`config.mk`:
```
export PLATFORM = sky130hd
export DESIGN_NAME = l2_ans_queue
export DESIGN_NICKNAME = d
export VERILOG_FILES = /design/src/common/l2sys_pkg.sv /design/src/hdl/l2_ans_queue.sv
export SDC_FILE = /design/constraint.sdc
export NUM_CORES = 1
export LEC_CHECK = 0
export ABC_AREA = 1
export BUFFER_PORTS_ARGS = -buffer_cell sky130_fd_sc_hd__buf_2
export CAP_MARGIN = 0
export CORE_ASPECT_RATIO = 1.75
export CORE_MARGIN = 2
export CORE_UTILIZATION = 30
export CTS_BUF_LIST = sky130_fd_sc_hd__clkbuf_4 sky130_fd_sc_hd__clkbuf_8
export CTS_CLUSTER_SIZE = 24
export DETAILED_ROUTE_END_ITERATION = 7
export PLACE_DENSITY = 0.56
export SLEW_MARGIN = 20
export SYNTH_ARGS = -nofsm -noshare
export SYNTH_HDL_FRONTEND = slang
export SYNTH_SLANG_ARGS = --single-unit
```
`constraint.sdc`:
```
create_clock -name clk_i -period 9.43 [get_ports clk_i]
set_clock_uncertainty 0.15 [all_clocks]
set_input_delay 0.943 -clock clk_i [delete_from_list [all_inputs] [get_ports clk_i]]
set_output_delay 0.943 -clock clk_i [all_outputs]
set_load 0.01 [all_outputs]
```
`src/common/l2sys_pkg.sv`:
```
// Shared sizes, encodings and channel types of the L2 memory port
// Used by the arbiter, the line memory, the answer queue and the top level
package l2sys_pkg;

  localparam int PADDR_LEN      = 32;   // Physical address width
  localparam int LINE_BITS      = 128;  // One cache line
  localparam int WORD_BITS      = 32;   // PTE word
  localparam int WORDS_PER_LINE = 4;
  localparam int IDX_LEN        = 6;    // 64 lines in the backing memory
  localparam int WBB_TAG_LEN    = 3;    // Write-back buffer entry tag

  // Derived address split
  localparam int LINE_OFF_LEN = $clog2(LINE_BITS / 8);          // Byte offset inside a line
  localparam int BYTE_OFF_LEN = $clog2(WORD_BITS / 8);          // Byte offset inside a PTE word
  localparam int WORD_SEL_LEN = $clog2(WORDS_PER_LINE);         // PTE word select
  localparam int TAG_LEN      = PADDR_LEN - LINE_OFF_LEN - IDX_LEN;
  localparam int N_LINES      = 2 ** IDX_LEN;

  // Answer queue sizing
  localparam int ANSQ_DEPTH   = 2;
  localparam int ANSQ_PTR_LEN = $clog2(ANSQ_DEPTH);
  localparam int ANSQ_CNT_LEN = $clog2(ANSQ_DEPTH + 1);

  // Line address, byte offset stripped
  typedef struct packed {
    logic [TAG_LEN-1:0] tag;
    logic [IDX_LEN-1:0] idx;
  } line_addr_t;

  typedef enum logic [1:0] {
    IReadLine,
    DReadLine,
    DWriteLine,
    PTWLoad
  } l2_req_type_e;

  // Answer literal for the walker is PTWLoadAns, PTWLoad is taken by the request type
  typedef enum logic [1:0] {
    ILineRead,
    DLineRead,
    DLineWritten,
    PTWLoadAns
  } l2_ans_type_e;

  typedef enum logic {
    ReplaceLine,
    StoreAck
  } dc_ans_type_e;

  // Same answer word, read as a line by the caches and as PTE words by the walker
  typedef union packed {
    logic [LINE_BITS-1:0]                     line;
    logic [WORDS_PER_LINE-1:0][WORD_BITS-1:0] pte;   // pte[0] sits at byte offset 0
  } l2_ans_data_u;

  typedef struct packed {
    logic       valid;
    line_addr_t line_addr;
  } icache_req_t;

  typedef struct packed {
    logic                   valid;
    line_addr_t             line_addr;
    logic                   is_store;  // Write the line instead of reading it
    logic [LINE_BITS-1:0]   line;
    logic [WBB_TAG_LEN-1:0] wbb_tag;
  } dcache_req_t;

  typedef struct packed {
    logic                 valid;
    logic [PADDR_LEN-1:0] pte_paddr;  // Full byte address of the PTE
  } ptw_req_t;

  // Merged request, arbiter to memory
  typedef struct packed {
    logic                   valid;
    logic [PADDR_LEN-1:0]   paddr;
    l2_req_type_e           req_type;
    logic [LINE_BITS-1:0]   line;
    logic [WBB_TAG_LEN-1:0] wbb_tag;
  } l2_req_t;

  typedef struct packed {
    logic                   valid;
    l2_ans_type_e           ans_type;
    logic [PADDR_LEN-1:0]   paddr;     // Echo of the request address
    l2_ans_data_u           data;
    logic [WBB_TAG_LEN-1:0] wbb_tag;
  } l2_ans_t;

  typedef struct packed {
    logic                 valid;
    logic [LINE_BITS-1:0] line;
  } icache_ans_t;

  typedef struct packed {
    logic                   valid;
    dc_ans_type_e           ans_type;
    line_addr_t             line_addr;
    logic [LINE_BITS-1:0]   line;
    logic [WBB_TAG_LEN-1:0] wbb_tag;
  } dcache_ans_t;

  typedef struct packed {
    logic                 valid;
    logic [WORD_BITS-1:0] pte;
  } ptw_ans_t;

endpackage

```
`src/hdl/l2_ans_queue.sv`:
```
// Two-entry in-order answer FIFO between the line memory and the arbiter
// Room also counts the answer the memory is about to push
`timescale 1ns/1ps

module l2_ans_queue (
  input  logic               clk_i,
  input  logic               rst_ni,
  input  l2sys_pkg::l2_ans_t push_i,
  input  logic               in_flight_i,  // Memory holds an accepted request
  output logic               room_o,
  output l2sys_pkg::l2_ans_t pop_o,
  input  logic               pop_rdy_i
);

  l2sys_pkg::l2_ans_t entry_q [l2sys_pkg::ANSQ_DEPTH];

  logic [l2sys_pkg::ANSQ_PTR_LEN-1:0] wr_ptr_q;
  logic [l2sys_pkg::ANSQ_PTR_LEN-1:0] rd_ptr_q;
  logic [l2sys_pkg::ANSQ_CNT_LEN-1:0] count_q;
  logic [l2sys_pkg::ANSQ_CNT_LEN:0]   occupancy;  // Stored plus in flight
  logic                               push;
  logic                               pop;

  assign push = push_i.valid;
  assign pop  = (count_q != '0) && pop_rdy_i;

  assign occupancy = {1'b0, count_q} + {{l2sys_pkg::ANSQ_CNT_LEN{1'b0}}, in_flight_i};
  assign room_o    = occupancy < l2sys_pkg::ANSQ_DEPTH;

  always_ff @(posedge clk_i or negedge rst_ni) begin
    if (!rst_ni) begin
      wr_ptr_q <= '0;
      rd_ptr_q <= '0;
      count_q  <= '0;
    end else begin
      if (push) begin
        wr_ptr_q <= (wr_ptr_q == l2sys_pkg::ANSQ_DEPTH - 1) ? '0 : wr_ptr_q + 1'b1;
      end
      if (pop) begin
        rd_ptr_q <= (rd_ptr_q == l2sys_pkg::ANSQ_DEPTH - 1) ? '0 : rd_ptr_q + 1'b1;
      end
      case ({push, pop})
        2'b10:   count_q <= count_q + 1'b1;
        2'b01:   count_q <= count_q - 1'b1;
        default: count_q <= count_q;  // Idle, or push and pop together
      endcase
    end
  end

  always_ff @(posedge clk_i) begin
    if (push) begin
      entry_q[wr_ptr_q] <= push_i;
    end
  end

  // Head entry, valid straight from the count
  always_comb begin
    pop_o       = entry_q[rd_ptr_q];
    pop_o.valid = (count_q != '0);
  end

  // Room accounting in front of the memory must keep the FIFO from overflowing
  a_no_push_full: assert property (@(posedge clk_i) disable iff (!rst_ni)
    push |-> (count_q < l2sys_pkg::ANSQ_DEPTH))
    else $error("answer pushed into a full queue");

endmodule

```
; Yosys cells after proc, flatten, opt, wreduce, memory -nomap -nowiden
; Memory sizes are Yosys's and may differ from the RTL's.
; Index checks and enable logic that the tools add are counted.
[classes]
add_sub_neg = 5
mul = 0
div_mod_pow = 0
n_lt_le_gt_ge = 1
eq_ne = 2
shifts = 0
mux = 5
bitwise = 0
n_reduce_logical = 3
[ops]
columns = cell, count
row1 = 1-bit 2-to-1 mux, 4
row2 = 2-bit one-hot mux with 2 select lines, 1
row3 = 2-bit nonzero test, 2
row4 = 2-bit by 1-bit adder with 3-bit output, 1
row5 = 3-bit by 2-bit less-than comparator with 1-bit output (second input constant), 1
row6 = 1-bit adder (second input constant), 2
row7 = 2-bit by 1-bit adder with 2-bit output (second input constant), 1
row8 = 2-bit by 1-bit equality test with 1-bit output (second input constant), 1
row9 = 2-bit equality test (second input constant), 1
row10 = 2-bit by 1-bit subtractor with 2-bit output (second input constant), 1
row11 = 1-bit logical AND, 1
[totals]
reg_bits = 4
latch_bits = 0
mem_bits_rw = 332
romBits = 0
in_bits = 170
output_inout_bits = 167
elab_cells = 20
mem_count = 1
[mem_list]
columns = name, words, width, read_ports, rd_ports_with_merged_regs, write_ports, line_no
row1 = entry_q, 2, 166, 1, 0, 1, l2_ans_queue.sv:15  ; l2sys_pkg::l2_ans_t entry_q [l2sys_pkg::ANSQ_DEPTH];

; Logic depth before layout (Yosys ltp)
[logic_depth]
depth_word = 4
ltp_mapped = 10

; Least setup slack after synthesis
; No wires, ideal clock.
[synth_timing]
kind = input to register
startpoint = in push_i[165] in the netlist's numbering
endpoint = mem entry_q[0][0] in the netlist's numbering, enable pin
arrival_ns = 7.910
required_ns = 8.583
setup_slack_ns = 0.674
cell_stages = 2
path_buffers = 0
path_cell_list = inv_1 nor2_1
[synth_between]
elab_chain_cells = 2
[synth_rtl]
columns = item, line_no
row1 = "start, declared", l2_ans_queue.sv:8  ; input l2sys_pkg::l2_ans_t push_i,
row2 = 1-bit 2-to-1 mux, l2_ans_queue.sv:51  ; if (push) begin
row3 = 1-bit 2-to-1 mux (not written as such), l2_ans_queue.sv:52  ; entry_q[wr_ptr_q] <= push_i;
row4 = "end, declared", l2_ans_queue.sv:15
; No other way between the ends.

==> impl_metrics.py <==
metrics = {
    "outcome": {
        "status": "completed",
    },
    "logic_synthesis": {
        "synth_commonest_cells": "nand2_1 (504), edfxtp_1 (330), buf_6 (16)",
        "ys_seq_area_frac": 0.814,
        "yosysMostFrequentCell": "nand2_1",
        "syn-num-nets": 1062,
        "synth.top_cells.by_area": "edfxtp_1 (81%), nand2_1 (15%), buf_6 (1.5%), dfrtp_1 (0.81%), buf_2 (0.53%)",
        "synth_cells": 891,
        "async_flop_share": 0.0120,
        "synth_top_area_share": 0.806,
        "synth-seq-cells": 334,
        "ys.warnings.count": 0,
        "synth_edf_count": 330,
        "synth_area_leader_cell": "edfxtp_1",
        "syn_area_um2": 12300,
        "syn_avg_cell_area_um2": 13.8,
        "synth_ff_type": "edfxtp_1",
        "synthDistinctLibCells": 15,
    },
    "place": {
        "dp_hpwl_mm": 19.5,
        "port_buffers": 336,
        "finalWeightedCongestion": 0.813,
    },
    "cts": {
        "clock_sinks": 334,
        "clk_latency_ns": 0.57,
        "cts_root_buf": "clkbuf_8",
        "cts-root-to-sink-buffers": 3,
        "holdBufCountCts": 1,
        "clkTransAtPathRegs_ns": 0.06,
        "cts_buffers": 50,
        "post_cts_buffers": 0,
        "cts_tree": "built",
        "cts.htree.levels": 2,
        "cts_resized": 0,
    },
    "global_routing": {
        "grt_antenna_before_repair": 12,
        "top_usage_layer": "met2",
        "grt_pass1_wl_mm": 43.8,
        "grt_util_met1": 0.133,
        "grt_remaining_overflow": 0,
        "grt_max_degree": 98,
        "grt_pass1_vias": 7958,
        "grt_usage": 0.135,
        "grt_util_met2": 0.245,
        "use_met3": 0.0377,
    },
    "die": {
        "rows": 98,
        "pin_count": 337,
        "die_h_um": 272,
        "core_area_um2": 40700,
        "die_x_um": 157,
        "die_area_um2": 42700,
        "initial_core_util": 0.302,
    },
    "drt": {
        "drt_iter0_drc": 371,
        "drt_pass1_iterations": 4,
        "drc": 0,
        "vias": 7868,
        "drt_wl_total_mm": 30.0,
        "vias_per_cell": 4.27,
        "wire_per_inst_um": 16.3,
        "ant_nets": 0,
    },
    "pwr": {
        "powerDensity_nw_per_um2": 298,
        "seqPwrFrac": 0.451,
        "ir_drop_uv": 158,
        "leakage_nw": 6.57,
        "p_int_mw": 2.98,
        "power_switching_mw": 1.60,
        "clkPwrFrac": 0.240,
        "power_switching_share": 0.349,
        "combPwrFrac": 0.308,
    },
    "sta": {
        "report.final.slew_viol_count": 0,
        "whs_ns": 0.368,
        "period_needed_ns": 4.37,
        "slew_headroom": 0.317,
        "tightest_slew_ns": 1.03,
        "fmax_mhz": 229,
        "rsz0062_at_grt": "no",
        "setup_violations": 0,
        "fin_setup_tns_ns": 0,
        "fin_crit_sh": 0.463,
        "timing.final.hold_violations": 0,
    },
    "hold_path": {
        "hp-start": "count_q[1]",
        "hold_class": "reg2reg",
        "holdPathEnd": "count_q[1]",
        "hold_depth": 2,
    },
    "worst_setup_path": {
        "r2r-start": "wr_ptr_q",
        "cp-start-kind": "flop",
        "arrival_ns": 3.27,
        "path_buf_inv": 3,
        "cp_top_family": "buffers and inverters",
        "path_max_fanout": 88,
        "criticalPathCategory": "reg2out",
        "r2r-end": "entry_q[1][50]",
        "crit_path_frequent_cell": "nand2_1",
        "cp.required_ns": 8.34,
        "endpoint_kind": "output port",
        "cpMaxStageDelayCell": "buf_4",
        "r2r_setup_slack_ns": 6.77,
        "path_cells": "inv_4 -> buf_4 -> nand2_1 -> nand2_1 -> buf_2",
        "ff2ff_path_depth": 3,
        "cpPeakStageDelay_ns": 0.77,
    },
    "cells_and_area": {
        "fillers": 3998,
        "multi_input_area_um2": 1950,
        "final-seq-area_um2": 10000,
        "utilization": 0.378,
        "syn2layout_area_growth_pct": 25.1,
        "nets": 1421,
        "drive_gt1_frac": 0.329,
    },
    "flow_run": {
        "maxCapViolCount": 0,
    },
}
[layout by cell type (no fill, tap or decap)]
cell type      count
dfrtp_4            1
nand2_1          504
xnor2_1            1
inv_1              6
buf_4              7
dlygate4sd3_1      1
xor2_1             1
a21oi_1            1
diode_2            9
edfxtp_1         330
clkbuf_8          53
clkinv_1          11
buf_2            336
nand4_1            1
inv_4              1
ha_1               1
nand3_1            2
dfrtp_1            3
clkinvlp_4         2
clkbuf_4          12
nor2_4             1
clkinv_2           9
inv_6              1
[through the flow]
| stage | std cells | instance area, µm² | setup slack (ns) | power, mW |
|---|---|---|---|---|
| finish | 1844 | 15400 | 5.06 | 4.58 |
| global route | 1844 | 15400 | 4.76 | 4.87 |
| CTS | 1835 | 15400 | 4.94 | 4.67 |
| detailed placement | 1747 | 14400 | 5.60 | 3.55 |
| global placement | 1747 | 14400 | 5.63 | 3.53 |
| floorplan | 891 | 12300 | 0.674 | 3.01 |
[cell type report]
cell class | count | share of cell area
diodes | 9 | 0.00146
clock buffers | 65 | 0.0533
clock inverters | 22 | 0.00659
inverters | 8 | 0.00244
multi-input cells | 512 | 0.127
flip-flops and latches | 334 | 0.651
well taps | 550 | 0.0447
repair buffers | 344 | 0.113
[tightest hold or removal path, stage by stage, from the launching register on]
cell     delay [ns]
dfrtp_1        0.37
nand2_1        0.06
nand2_1        0.05
[per-layer routing]
metal | routed length, µm | share of wire
met1 | 10100 | 0.34
met2 | 16100 | 0.54
met3 | 2020 | 0.067
met4 | 1640 | 0.055
met5 | 36 | 0.0012
[worst max path at each step]
| stage | startpoint | to | depth (start not counted) |
|---|---|---|---|
| finish | rd_ptr_q | pop_o[3] | 5 |
| global route | rd_ptr_q | pop_o[142] | 5 |
| CTS | rd_ptr_q | pop_o[3] | 5 |
| detailed placement | rd_ptr_q | pop_o[3] | 5 |
| global placement | rd_ptr_q | pop_o[4] | 5 |
| floorplan | push_i[165] | entry_q[0][0] | 2 |
[power by group through the flow]
| stage | clock network [mW] | logic, mW | registers [mW] |
|---|---|---|---|
| after detailed placement | 0 | 1.45 | 2.10 |
| final | 1.10 | 1.41 | 2.07 |
| after floorplan | 0 | 0.901 | 2.11 |
| after global routing | 1.20 | 1.58 | 2.10 |
| after CTS | 1.15 | 1.45 | 2.07 |
| after global placement | 0 | 1.44 | 2.09 |
[registers in the layout (all words and copies together), names as in the netlist]
register	count
entry_q	330
count_q	2
wr_ptr_q	1
rd_ptr_q	1
[logic make-up (layout without fill, tap and decap cells)]
| logic type | count (synthesis) | in the layout | synth area share |
|---|---|---|---|
| XOR/XNOR | 2 | 2 | 0.00143 |
| adder cells (fa/ha/maj) | 1 | 1 | 0.00102 |
| other | 0 | 9 | 0 |
| AO/OA/AOI/OAI | 1 | 1 | 0.000407 |
| flip-flops | 334 | 334 | 0.814 |
| buffers and inverters | 45 | 439 | 0.0275 |
| AND/OR/NAND/NOR | 508 | 508 | 0.156 |
No activity file was read; power rests on OpenSTA's default activity.
