--- config.mk ---
export PLATFORM = sky130hd
export DESIGN_NAME = l2_arbiter
export DESIGN_NICKNAME = d
export VERILOG_FILES = /design/src/common/l2sys_pkg.sv /design/src/l2_arbiter/l2_arbiter.sv
export SDC_FILE = /design/constraint.sdc
export NUM_CORES = 1
export LEC_CHECK = 0
export CAP_MARGIN = 25
export CORE_AREA = 2 2 351 353
export CTS_BUF_LIST = sky130_fd_sc_hd__clkbuf_16
export CTS_CLUSTER_DIAMETER = 30
export DETAILED_ROUTE_END_ITERATION = 12
export DIE_AREA = 0 0 353 355
export DONT_BUFFER_PORTS = 1
export GPL_TIMING_DRIVEN = 0
export PLACE_DENSITY = 0.3
export SLEW_MARGIN = 20
export SYNTH_ARGS = -nofsm -noshare
export SYNTH_HDL_FRONTEND = slang
export SYNTH_SLANG_ARGS = --single-unit
--- constraint.sdc ---
create_clock -name clk_i -period 2.1 [get_ports clk_i]
set_clock_uncertainty 0.2 [all_clocks]
set_input_delay 0.42 -clock clk_i [delete_from_list [all_inputs] [get_ports clk_i]]
set_output_delay 0.42 -clock clk_i [all_outputs]
set_load 0.01 [all_outputs]
--- src/common/l2sys_pkg.sv ---
// Shared sizes, encodings and channel types of the L2 memory port
// Used by the arbiter, the line memory, the answer queue and the top level
package l2sys_pkg;

  localparam int PADDR_LEN      = 32;   // Physical address width
  localparam int LINE_BITS      = 128;  // One cache line
  localparam int WORD_BITS      = 32;   // PTE word
  localparam int WORDS_PER_LINE = 4;
  localparam int IDX_LEN        = 6;    // 64 lines in the backing memory
  localparam int WBB_TAG_LEN    = 3;    // Write-back buffer entry tag

  // Derived address split
  localparam int LINE_OFF_LEN = $clog2(LINE_BITS / 8);          // Byte offset inside a line
  localparam int BYTE_OFF_LEN = $clog2(WORD_BITS / 8);          // Byte offset inside a PTE word
  localparam int WORD_SEL_LEN = $clog2(WORDS_PER_LINE);         // PTE word select
  localparam int TAG_LEN      = PADDR_LEN - LINE_OFF_LEN - IDX_LEN;
  localparam int N_LINES      = 2 ** IDX_LEN;

  // Answer queue sizing
  localparam int ANSQ_DEPTH   = 2;
  localparam int ANSQ_PTR_LEN = $clog2(ANSQ_DEPTH);
  localparam int ANSQ_CNT_LEN = $clog2(ANSQ_DEPTH + 1);

  // Line address, byte offset stripped
  typedef struct packed {
    logic [TAG_LEN-1:0] tag;
    logic [IDX_LEN-1:0] idx;
  } line_addr_t;

  typedef enum logic [1:0] {
    IReadLine,
    DReadLine,
    DWriteLine,
    PTWLoad
  } l2_req_type_e;

  // Answer literal for the walker is PTWLoadAns, PTWLoad is taken by the request type
  typedef enum logic [1:0] {
    ILineRead,
    DLineRead,
    DLineWritten,
    PTWLoadAns
  } l2_ans_type_e;

  typedef enum logic {
    ReplaceLine,
    StoreAck
  } dc_ans_type_e;

  // Same answer word, read as a line by the caches and as PTE words by the walker
  typedef union packed {
    logic [LINE_BITS-1:0]                     line;
    logic [WORDS_PER_LINE-1:0][WORD_BITS-1:0] pte;   // pte[0] sits at byte offset 0
  } l2_ans_data_u;

  typedef struct packed {
    logic       valid;
    line_addr_t line_addr;
  } icache_req_t;

  typedef struct packed {
    logic                   valid;
    line_addr_t             line_addr;
    logic                   is_store;  // Write the line instead of reading it
    logic [LINE_BITS-1:0]   line;
    logic [WBB_TAG_LEN-1:0] wbb_tag;
  } dcache_req_t;

  typedef struct packed {
    logic                 valid;
    logic [PADDR_LEN-1:0] pte_paddr;  // Full byte address of the PTE
  } ptw_req_t;

  // Merged request, arbiter to memory
  typedef struct packed {
    logic                   valid;
    logic [PADDR_LEN-1:0]   paddr;
    l2_req_type_e           req_type;
    logic [LINE_BITS-1:0]   line;
    logic [WBB_TAG_LEN-1:0] wbb_tag;
  } l2_req_t;

  typedef struct packed {
    logic                   valid;
    l2_ans_type_e           ans_type;
    logic [PADDR_LEN-1:0]   paddr;     // Echo of the request address
    l2_ans_data_u           data;
    logic [WBB_TAG_LEN-1:0] wbb_tag;
  } l2_ans_t;

  typedef struct packed {
    logic                 valid;
    logic [LINE_BITS-1:0] line;
  } icache_ans_t;

  typedef struct packed {
    logic                   valid;
    dc_ans_type_e           ans_type;
    line_addr_t             line_addr;
    logic [LINE_BITS-1:0]   line;
    logic [WBB_TAG_LEN-1:0] wbb_tag;
  } dcache_ans_t;

  typedef struct packed {
    logic                 valid;
    logic [WORD_BITS-1:0] pte;
  } ptw_ans_t;

endpackage

--- src/l2_arbiter/l2_arbiter.sv ---
// L2 port arbiter: two-level request scheduling with toggling tie priorities
// and routing of each memory answer back to its owner
`timescale 1ns/1ps

module l2_arbiter (
  input  logic                   clk_i,
  input  logic                   rst_ni,
  // Requests from the three peers
  input  l2sys_pkg::icache_req_t icache_req_i,
  input  l2sys_pkg::dcache_req_t dcache_req_i,
  input  l2sys_pkg::ptw_req_t    ptw_req_i,
  // Merged request to the memory
  output l2sys_pkg::l2_req_t     l2_req_o,
  input  logic                   l2_req_rdy_i,
  output logic                   icache_req_rdy_o,
  output logic                   dcache_req_rdy_o,
  output logic                   ptw_req_rdy_o,
  // Answer from the queue
  input  l2sys_pkg::l2_ans_t     l2_ans_i,
  output logic                   l2_ans_rdy_o,
  // Routed answers
  output l2sys_pkg::icache_ans_t icache_ans_o,
  output l2sys_pkg::dcache_ans_t dcache_ans_o,
  output l2sys_pkg::ptw_ans_t    ptw_ans_o,
  input  logic                   icache_ans_rdy_i,
  input  logic                   dcache_ans_rdy_i,
  input  logic                   ptw_ans_rdy_i
);

  typedef enum logic [1:0] {
    OwnICache,
    OwnDCache,
    OwnPTW
  } owner_e;

  logic   id_prio_d_q;    // Tie priority at first level, 1 gives the D-cache the edge
  logic   cp_prio_ptw_q;  // Tie priority at second level, 1 gives the PTW the edge
  logic   id_valid;       // Some cache is requesting
  logic   id_tie;
  logic   id_win_d;       // First level picked the D-cache
  logic   cp_tie;
  logic   cp_win_ptw;     // Second level picked the PTW
  logic   grant_i;
  logic   grant_d;
  logic   grant_p;
  owner_e ans_owner;
  logic [l2sys_pkg::WORD_SEL_LEN-1:0] pte_sel;

  // First level, I-cache against D-cache
  assign id_valid = icache_req_i.valid || dcache_req_i.valid;
  assign id_tie   = icache_req_i.valid && dcache_req_i.valid;
  assign id_win_d = dcache_req_i.valid && (!icache_req_i.valid || id_prio_d_q);

  // Second level, cache winner against the walker
  assign cp_tie     = id_valid && ptw_req_i.valid;
  assign cp_win_ptw = ptw_req_i.valid && (!id_valid || cp_prio_ptw_q);

  assign grant_p = cp_win_ptw;
  assign grant_d = id_valid && id_win_d && !cp_win_ptw;
  assign grant_i = id_valid && !id_win_d && !cp_win_ptw;

  // Priority bits flip only when a tie actually ended in a transfer
  always_ff @(posedge clk_i or negedge rst_ni) begin
    if (!rst_ni) begin
      id_prio_d_q   <= 1'b0;  // I-cache first
      cp_prio_ptw_q <= 1'b0;  // Caches first
    end else begin
      if (id_tie && !cp_win_ptw && l2_req_rdy_i) begin
        id_prio_d_q <= ~id_prio_d_q;
      end
      if (cp_tie && l2_req_rdy_i) begin
        cp_prio_ptw_q <= ~cp_prio_ptw_q;
      end
    end
  end

  // Losers see ready low, an idle peer just sees the memory ready
  assign icache_req_rdy_o = l2_req_rdy_i && (grant_i || !icache_req_i.valid);
  assign dcache_req_rdy_o = l2_req_rdy_i && (grant_d || !dcache_req_i.valid);
  assign ptw_req_rdy_o    = l2_req_rdy_i && (grant_p || !ptw_req_i.valid);

  // Merged request payload
  always_comb begin
    l2_req_o         = '0;
    l2_req_o.valid   = id_valid || ptw_req_i.valid;
    l2_req_o.line    = dcache_req_i.line;     // Only a D-cache store carries data
    l2_req_o.wbb_tag = dcache_req_i.wbb_tag;
    if (grant_p) begin
      l2_req_o.paddr    = ptw_req_i.pte_paddr;
      l2_req_o.req_type = l2sys_pkg::PTWLoad;
    end else if (grant_d) begin
      l2_req_o.paddr    = {dcache_req_i.line_addr, {l2sys_pkg::LINE_OFF_LEN{1'b0}}};
      l2_req_o.req_type = dcache_req_i.is_store ? l2sys_pkg::DWriteLine : l2sys_pkg::DReadLine;
    end else begin
      l2_req_o.paddr    = {icache_req_i.line_addr, {l2sys_pkg::LINE_OFF_LEN{1'b0}}};
      l2_req_o.req_type = l2sys_pkg::IReadLine;
    end
  end

  // Owner from the answer type
  always_comb begin
    ans_owner = OwnICache;
    case (l2_ans_i.ans_type)
      l2sys_pkg::ILineRead:                         ans_owner = OwnICache;
      l2sys_pkg::DLineRead, l2sys_pkg::DLineWritten: ans_owner = OwnDCache;
      l2sys_pkg::PTWLoadAns:                        ans_owner = OwnPTW;
      default:                                      ans_owner = OwnICache;
    endcase
  end

  assign pte_sel = l2_ans_i.paddr[l2sys_pkg::BYTE_OFF_LEN +: l2sys_pkg::WORD_SEL_LEN];

  always_comb begin
    icache_ans_o.valid = l2_ans_i.valid && (ans_owner == OwnICache);
    icache_ans_o.line  = l2_ans_i.data.line;  // Line view
  end

  always_comb begin
    dcache_ans_o.valid     = l2_ans_i.valid && (ans_owner == OwnDCache);
    dcache_ans_o.ans_type  = (l2_ans_i.ans_type == l2sys_pkg::DLineWritten) ?
                             l2sys_pkg::StoreAck : l2sys_pkg::ReplaceLine;
    dcache_ans_o.line_addr = l2_ans_i.paddr[l2sys_pkg::PADDR_LEN-1:l2sys_pkg::LINE_OFF_LEN];
    dcache_ans_o.line      = l2_ans_i.data.line;
    dcache_ans_o.wbb_tag   = l2_ans_i.wbb_tag;
  end

  always_comb begin
    ptw_ans_o.valid = l2_ans_i.valid && (ans_owner == OwnPTW);
    ptw_ans_o.pte   = l2_ans_i.data.pte[pte_sel];  // Word view, picked by address bits 3:2
  end

  // Queue is popped only by the owner's ready
  always_comb begin
    case (ans_owner)
      OwnDCache: l2_ans_rdy_o = dcache_ans_rdy_i;
      OwnPTW:    l2_ans_rdy_o = ptw_ans_rdy_i;
      default:   l2_ans_rdy_o = icache_ans_rdy_i;
    endcase
  end

  // One accepted request per cycle across all peers
  a_one_req_accept: assert property (@(posedge clk_i) disable iff (!rst_ni)
    $onehot0({icache_req_i.valid && icache_req_rdy_o,
              dcache_req_i.valid && dcache_req_rdy_o,
              ptw_req_i.valid && ptw_req_rdy_o}))
    else $error("more than one request accepted in a cycle");

  a_one_ans_valid: assert property (@(posedge clk_i) disable iff (!rst_ni)
    $onehot0({icache_ans_o.valid, dcache_ans_o.valid, ptw_ans_o.valid}))
    else $error("answer routed to more than one owner");

endmodule

After elaboration in Yosys (flattened, before gate mapping)
Index checks and enable logic that the tools add are counted. Widths: inputs -> output; s select.

Register bits: 2. Logic and storage cells: 51.

Order comparisons: 1. Eq/ne operators: 5. Mux-type cells: 8. Bitwise logic cells: 2. Reduce and logical (&&, ||, !) cells: 33.

Operators with widths (count): $mux 34 (2); $bmux 32 s2 (1); $mux 32 (1); $logic_and 1x1->1 (17); $logic_or 1x1->1 (7); $eq 2x2->1 const B (3); $logic_not 1->1 (6); $pmux 2 s3 (1); $eq 2x1->1 const B (2); $logic_not 2->1 (2); $lt 2x3->1 const B (1); $mux 2 (1); $not 1->1 (2); $pmux 1 s2 (1); $reduce_or 2->1 (1); $mux 1 (1).

Longest topological paths before layout
Gate-level depths: netlist of the first run.

Depth in word-level cells: 8. Gate-level depth with buffers: 5. Depth with buffers taken out: 4.

Least setup slack after synthesis of the first run
No wires, ideal clock.

Path kind: input-to-output. Start point: input port dcache_req_i[160] in the netlist's numbering. End point: output port l2_req_o[146] in the netlist's numbering. Arrival time: 1.246 ns. Required time: 1.480 ns. Slack: 0.234 ns. Stages on the path: 5. Buffers on the path: 2. Path through: buf_6 -> o21ba_1 -> nand2b_4 -> buf_6 -> a31oi_1.

RTL lines: start: declaration (line l2_arbiter.sv:10) `input l2sys_pkg::dcache_req_t dcache_req_i,`; end: declaration (line l2_arbiter.sv:13) `output l2sys_pkg::l2_req_t l2_req_o,`.

==> results.sh, run 1 <==
export IMPL_end_kind="primary output"
export IMPL_synth_edf_count=0
export IMPL_portBuffers=0
export IMPL_insertion_delay_ns=0.22
export IMPL_synthMuxAreaShare=0.143
export IMPL_cp_start_kind="register"
export IMPL_antenna_found_initial=55
export IMPL_syn_cell_area_um2=5030
export IMPL_io_pin_count=888
export IMPL_fp_dieW_um=353
export IMPL_switching_share=0.519
export IMPL_drt_pass1_iterations=4
export IMPL_setup_ws_ns=-0.157
export IMPL_dieArea_um2=125000
export IMPL_syn_inst=629
export IMPL_fin_crit_sh=1.07
export IMPL_area_growth_pct=56.2
export IMPL_syn_nets=1028
export IMPL_grt_max_degree=11
export IMPL_drv_slew=0
export IMPL_cts_buffers_inserted=3
export IMPL_switching_power_w=0.00164
export IMPL_grt_pass1_wl_um=65400
export IMPL_yosys_warnings=0
export IMPL_vias_per_cell=2.08
export IMPL_layout_nets=1040
export IMPL_drive_gt1_frac=0.858
export IMPL_synth_xor_area_share=0.00348
export IMPL_hold_viol=0
export IMPL_critPathMaxStageDelay_ns=0.38
export IMPL_crit_path_max_fanout=6
export IMPL_power_per_cell_area_nw_per_um2=403
export IMPL_hold_class="primary input to register"
export IMPL_synth_simple_area_share=0.0886
export IMPL_crit_type="register to primary output"
export IMPL_clock_sinks=2
export IMPL_async_flop_share=1.00
export IMPL_grt_overflow_total=0
export IMPL_status="complete, but fails checks"
export IMPL_ant_nets=0
export IMPL_synth_compound_area_frac=0.0801
export IMPL_finalSetupViolations=30
export IMPL_pwr_share_comb=0.884
export IMPL_worst_ep_arrival_time_ns=1.64
export IMPL_drt_iter0_drc=232
export IMPL_worstPathCellList="and2b_4 -> buf_6 -> buf_8 -> buf_4 -> o21ai_2 -> a31oi_4"
export IMPL_yosysSeqAreaShare=0.00995
export IMPL_fmax_mhz=443
export IMPL_rrSetupSlack_ns=0.81
export IMPL_clkPwrFrac=0.093
export IMPL_fp_dieH_um=355
export IMPL_routed_wl_um=57600
export IMPL_ys_types=30
export IMPL_max_slew_margin=0.617
export IMPL_dp_cells=2254
export IMPL_via_count=4731
export IMPL_path_clk_slew_ns=0.03
export IMPL_design_core_area_um2=121000
export IMPL_crit_required_ns=1.48
export IMPL_finalWeightedCongestion=0.797
export IMPL_final_common_cell="buf_4"
export IMPL_p_int_w=0.00152
export IMPL_seqCellArea_um2=50.0
export IMPL_pwr_share_seq=0.023
export IMPL_final_cell_mix="422 x buf_4, 32 x mux4_2, 29 x nand3b_1"
export IMPL_h_tree_depth=1
export IMPL_hpwl_um=54900
export IMPL_slowest_stage="dfrtp_1"
export IMPL_violations="negative setup slack"
export IMPL_ys_ff_latch=2
export IMPL_worstMarginPinSlew_ns=0.571
export IMPL_synth_adder_area_share=0.00995
export IMPL_cts_tree="done"
export IMPL_synth_ff_type="dfrtp_1"
export IMPL_irDropWorstVdd_mv=0.234
export IMPL_start_util=0.0414
export IMPL_drc_errors=0
export IMPL_cap_violations=0
export IMPL_synth_area_per_cell_um2=7.99
export IMPL_whs_ns=0.186
export IMPL_grt_pass1_vias=4348
export IMPL_worstRegToRegCells=3
export IMPL_multi_input_area_um2=2150
export IMPL_rsz0062_at_grt="true"
export IMPL_rows=128
export IMPL_track_usage=0.0842
export IMPL_clockBufferDepth=2
export IMPL_p_leak_nw=2.82
export IMPL_period_needed_ns=2.26
export IMPL_hold_depth=2
export IMPL_layout_cells_non_filler=2277
export IMPL_synth_top_family_by_area="buffers and inverters"
export IMPL_wire_per_inst_um=25.3
export IMPL_fillers=14296
export IMPL_clockRootBuffer="clkbuf_16"
==> layout make-up <==
cell class / count / share of cell area
clock buffer: 3 / 0.00956
tap: 1625 / 0.259
multi-input combinational: 176 / 0.273
antenna: 13 / 0.00414
timing repair buffer: 7 / 0.00844
buffer: 447 / 0.437
sequential: 2 / 0.00637
inverter: 4 / 0.00191
==> power by group through the flow <==
| stage | Combinational [W] | Clock, W | Sequential [W] |
|---|---|---|---|
| 2_1_floorplan | 0.00164 | 0 | 0.0000726 |
| 3_3_place_gp | 0.00235 | 0 | 0.0000794 |
| 3_5_place_dp | 0.00234 | 0 | 0.0000776 |
| 4_1_cts | 0.00265 | 0.000298 | 0.0000743 |
| 5_1_grt | 0.00296 | 0.000299 | 0.0000764 |
| 6_report | 0.00280 | 0.000293 | 0.0000731 |
==> critical path, delay by kind of cell (launching register included) <==
| kind | cells | cell delay (ns) |
|---|---|---|
| simple gates | 1 | 0.36 |
| flops | 1 | 0.38 |
| compound gates | 2 | 0.27 |
| buf+inv | 3 | 0.39 |
==> synthesized netlist by cell type, types with 2 or more instances <==
library cell    n  area share
inv_1           4      0.0030
nor3_1         28       0.028
mux4_2         32        0.14
nand2_1         2      0.0015
o21ai_0        30       0.030
xnor2_1         2      0.0035
nand3b_1       29       0.043
dfrtp_1         2       0.010
buf_6           8       0.018
buf_4         419        0.63
ha_1            4       0.010
buf_2          12       0.012
and2_1          7      0.0087
o21a_1          2      0.0030
a31oi_1        28       0.035
clkbuf_1        6      0.0045
==> registers in the layout, indices dropped and copies added, names as in the netlist <==
register	count
id_prio_d_q	1
cp_prio_ptw_q	1
==> kinds of logic after synthesis <==
kind of cell | Yosys count
compound gates | 68
xor+xnor | 2
fa+ha+maj | 4
buf+inv | 451
flops | 2
mux | 32
simple gates | 70
==> per-stage QoR <==
step | utilization | worst slack (ns) | TNS [ns] | power (W) | area (µm²)
after detailed placement | 0.0583 | -0.585 | -9.57 | 0.00242 | 7080
after global routing | 0.0645 | -0.208 | -3.71 | 0.00334 | 7830
after floorplan | - | 0.234 | 0 | 0.00172 | 5030
after CTS | 0.0621 | -0.183 | -3.65 | 0.00302 | 7540
final | 0.0647 | -0.157 | -1.51 | 0.00317 | 7860
after global placement | 0.0582 | -0.831 | -11.28 | 0.00242 | 7060
==> timing repair <==
| action | in CTS | in global routing |
|---|---|---|
| resized for setup | 77 | 59 |
| buffers inserted | 2 | 3 |
| pin swaps | 20 | 15 |
| endpoints found under the hold margin | 2 | 0 |
| hold buffers | 1 | 0 |
| cloned | 1 | 0 |
| setup endpoints to repair | 49 | 35 |
==> worst paths after layout <==
| path | start | to |
|---|---|---|
| max | id_prio_d_q | l2_req_o[150] |
| min | l2_req_rdy_i | cp_prio_ptw_q |
| max reg2reg | cp_prio_ptw_q | id_prio_d_q |
| min reg2reg | id_prio_d_q | id_prio_d_q |
| max in group asynchronous | rst_ni | cp_prio_ptw_q |
| min in group asynchronous | rst_ni | id_prio_d_q |
==> layer usage <==
| metal | global-route usage | up-vias | share of wire |
|---|---|---|---|
| li1 | - | 1746 | - |
| met1 | 0.0929 | 2298 | 0.35 |
| met2 | 0.153 | 571 | 0.51 |
| met3 | 0.0331 | 84 | 0.11 |
| met4 | 0.0151 | 32 | 0.024 |
| met5 | 0 | - | 0.0035 |
No activity file was read; power rests on OpenSTA's default activity.
==> inputs of run 2 (changes only) <==
CORE_AREA = 2 2 344 346   (was 2 2 351 353)
DIE_AREA = 0 0 346 348   (was 0 0 353 355)
==> run 2 against run 1 <==
The run still ends with negative setup slack left; first-iteration DRC count is 7.3% lower; largest cell class unchanged; via count up 1.2%; global-route usage fell by 0.29 points; sequential power is 0.5% lower; count of clock-buffer cells in the layout did not move; critical path type unchanged; wire length is 6.6% lower; sequential share of layout area barely moved.
==> results.sh, run 2 (synthesized netlist as in run 1, its figures left out) <==
export IMPL_final_common_cell="buf_4"
export IMPL_status="complete, but fails checks"
export IMPL_drv_slew=0
export IMPL_p_leak_nw=2.96
export IMPL_rows=126
export IMPL_reg2reg_from="cp_prio_ptw_q"
export IMPL_timing_rr_end="id_prio_d_q"
export IMPL_end_kind="primary output"
export IMPL_cap_violations=0
export IMPL_rsz0062_at_grt="true"
export IMPL_crit_path_max_fanout=7
export IMPL_fillers=13742
export IMPL_crit_required_ns=1.48
export IMPL_final_cell_mix="432 x buf_4, 32 x mux4_2, 29 x nand3b_1"
export IMPL_vias_per_cell=2.18
export IMPL_switching_power_w=0.00169
export IMPL_pwr_share_comb=0.895
export IMPL_rrSetupSlack_ns=0.78
export IMPL_grt_pass1_wl_um=61400
export IMPL_reg_largest_list="cp_prio_ptw_q x1, id_prio_d_q x1"
export IMPL_crit_type="register to primary output"
export IMPL_switching_share=0.495
export IMPL_io_pin_count=888
export IMPL_portBuffers=0
export IMPL_hold_depth=2
export IMPL_irDropWorstVdd_mv=0.212
export IMPL_via_count=4790
export IMPL_grt_max_degree=11
export IMPL_fmax_mhz=445
export IMPL_start_util=0.0430
export IMPL_routed_wl_um=53800
export IMPL_pwr_share_seq=0.021
export IMPL_hold_class="primary input to register"
export IMPL_utilization=0.0694
export IMPL_dieArea_um2=120000
export IMPL_clkPwrFrac=0.084
export IMPL_drt_iter0_drc=215
export IMPL_worst_ep_arrival_time_ns=1.63
export IMPL_insertion_delay_ns=0.22
export IMPL_path_clk_slew_ns=0.03
export IMPL_max_slew_margin=0.660
export IMPL_holdCritStartpoint="l2_req_rdy_i"
export IMPL_track_usage=0.0813
export IMPL_clock_sinks=2
export IMPL_tns_ns=-1.56
export IMPL_worstRegToRegCells=3
export IMPL_design_core_area_um2=117000
export IMPL_cts_tree="done"
export IMPL_clockRootBuffer="clkbuf_16"
export IMPL_hold_viol=0
export IMPL_finalSetupViolations=27
export IMPL_setup_ws_ns=-0.145
export IMPL_fp_dieW_um=346
export IMPL_hpwl_um=50500
export IMPL_violations="negative setup slack"
export IMPL_grt_overflow_total=0
export IMPL_period_needed_ns=2.25
export IMPL_drt_pass1_iterations=4
export IMPL_finalWeightedCongestion=0.824
export IMPL_fin_crit_sh=1.07
export IMPL_layout_nets=1054
export IMPL_area_growth_pct=61.3
export IMPL_fp_dieH_um=348
export IMPL_grt_pass1_vias=4321
export IMPL_cts_buffers_inserted=3
export IMPL_layout_cells_non_filler=2202
export IMPL_clockBufferDepth=2
export IMPL_wire_per_inst_um=24.4
export IMPL_drc_errors=0
export IMPL_antenna_found_initial=48
export IMPL_cp_start_kind="register"
export IMPL_power_per_cell_area_nw_per_um2=421
export IMPL_h_tree_depth=1
export IMPL_dp_cells=2166
export IMPL_p_int_w=0.00172
export IMPL_ant_nets=0
export IMPL_min_to="cp_prio_ptw_q"
export IMPL_worstMarginPinSlew_ns=0.509
export IMPL_drive_gt1_frac=0.871
-- run 2: cell count changes in the layout (fill, tap and decap cells not counted), sizes merged --
cell / before / now
bufbuf: 0 / 1
buf: 445 / 458
inv: 4 / 3
clkinvlp: 0 / 1
-- run 2: worst max path at each step --
stage                            from            end  slack [ns]  depth (start not counted)
floorplan           dcache_req_i[160]  l2_req_o[146]        0.23                          5
global placement    dcache_req_i[160]  l2_req_o[144]       -0.82                          5
detailed placement  dcache_req_i[160]  l2_req_o[144]       -0.84                          5
CTS                       id_prio_d_q  l2_req_o[145]       -0.14                          4
global route              id_prio_d_q  l2_req_o[145]       -0.17                          5
finish                    id_prio_d_q  l2_req_o[144]       -0.15                          5
-- run 2: per-stage QoR --
stage / instance area [µm²] / setup WS (ns) / hold slack [ns] / power (W)
2_1_floorplan: 5030 / 0.234 / -0.0756 / 0.00172
3_3_place_gp: 6950 / -0.816 / -0.0755 / 0.00238
3_5_place_dp: 6970 / -0.843 / -0.0755 / 0.00236
4_1_cts: 7500 / -0.144 / 0.192 / 0.00296
5_1_grt: 8090 / -0.168 / 0.199 / 0.00359
6_report: 8110 / -0.145 / 0.189 / 0.00341
-- run 2: worst max-delay path, cell delays in order (launching register included) --
cell	delay, ns
dfrtp_1	0.34
and2b_4	0.21
buf_12	0.15
buf_8	0.13
nand3b_1	0.25
a31oi_4	0.31
-- run 2: what timing repair did --
item                                   4_1_cts  5_1_grt
buffers inserted                             4        9
pin swaps                                   17       26
resized for setup                           81       94
setup endpoints to repair                   44       33
hold buffers                                 1        0
gates cloned                                 1        5
endpoints found under the hold margin        2        0
-- run 2: layout make-up --
class | count | area, µm² | share of cell area
sequential | 2 | 50.0 | 0.00617
inverter | 4 | 18.8 | 0.00231
buffer | 447 | 3470 | 0.427
timing repair buffer | 21 | 279 | 0.0344
antenna | 13 | 32.5 | 0.00401
multi-input combinational | 176 | 2270 | 0.280
tap | 1536 | 1920 | 0.237
clock buffer | 3 | 75.1 | 0.00925
-- run 2: power groups by stage --
stage,sequential (W),clock [W],combinational (W)
6_report,0.0000727,0.000285,0.00305
5_1_grt,0.0000746,0.000297,0.00322
3_5_place_dp,0.0000813,0,0.00228
2_1_floorplan,0.0000726,0,0.00164
3_3_place_gp,0.0000827,0,0.00230
4_1_cts,0.0000728,0.000292,0.00259
-- run 2: layer usage --
layer | share of wire | track usage | vias up
li1 | - | - | 1777
met1 | 0.36 | 0.0921 | 2329
met2 | 0.49 | 0.145 | 575
met3 | 0.11 | 0.0309 | 87
met4 | 0.030 | 0.0149 | 22
met5 | 0.0026 | 0 | -
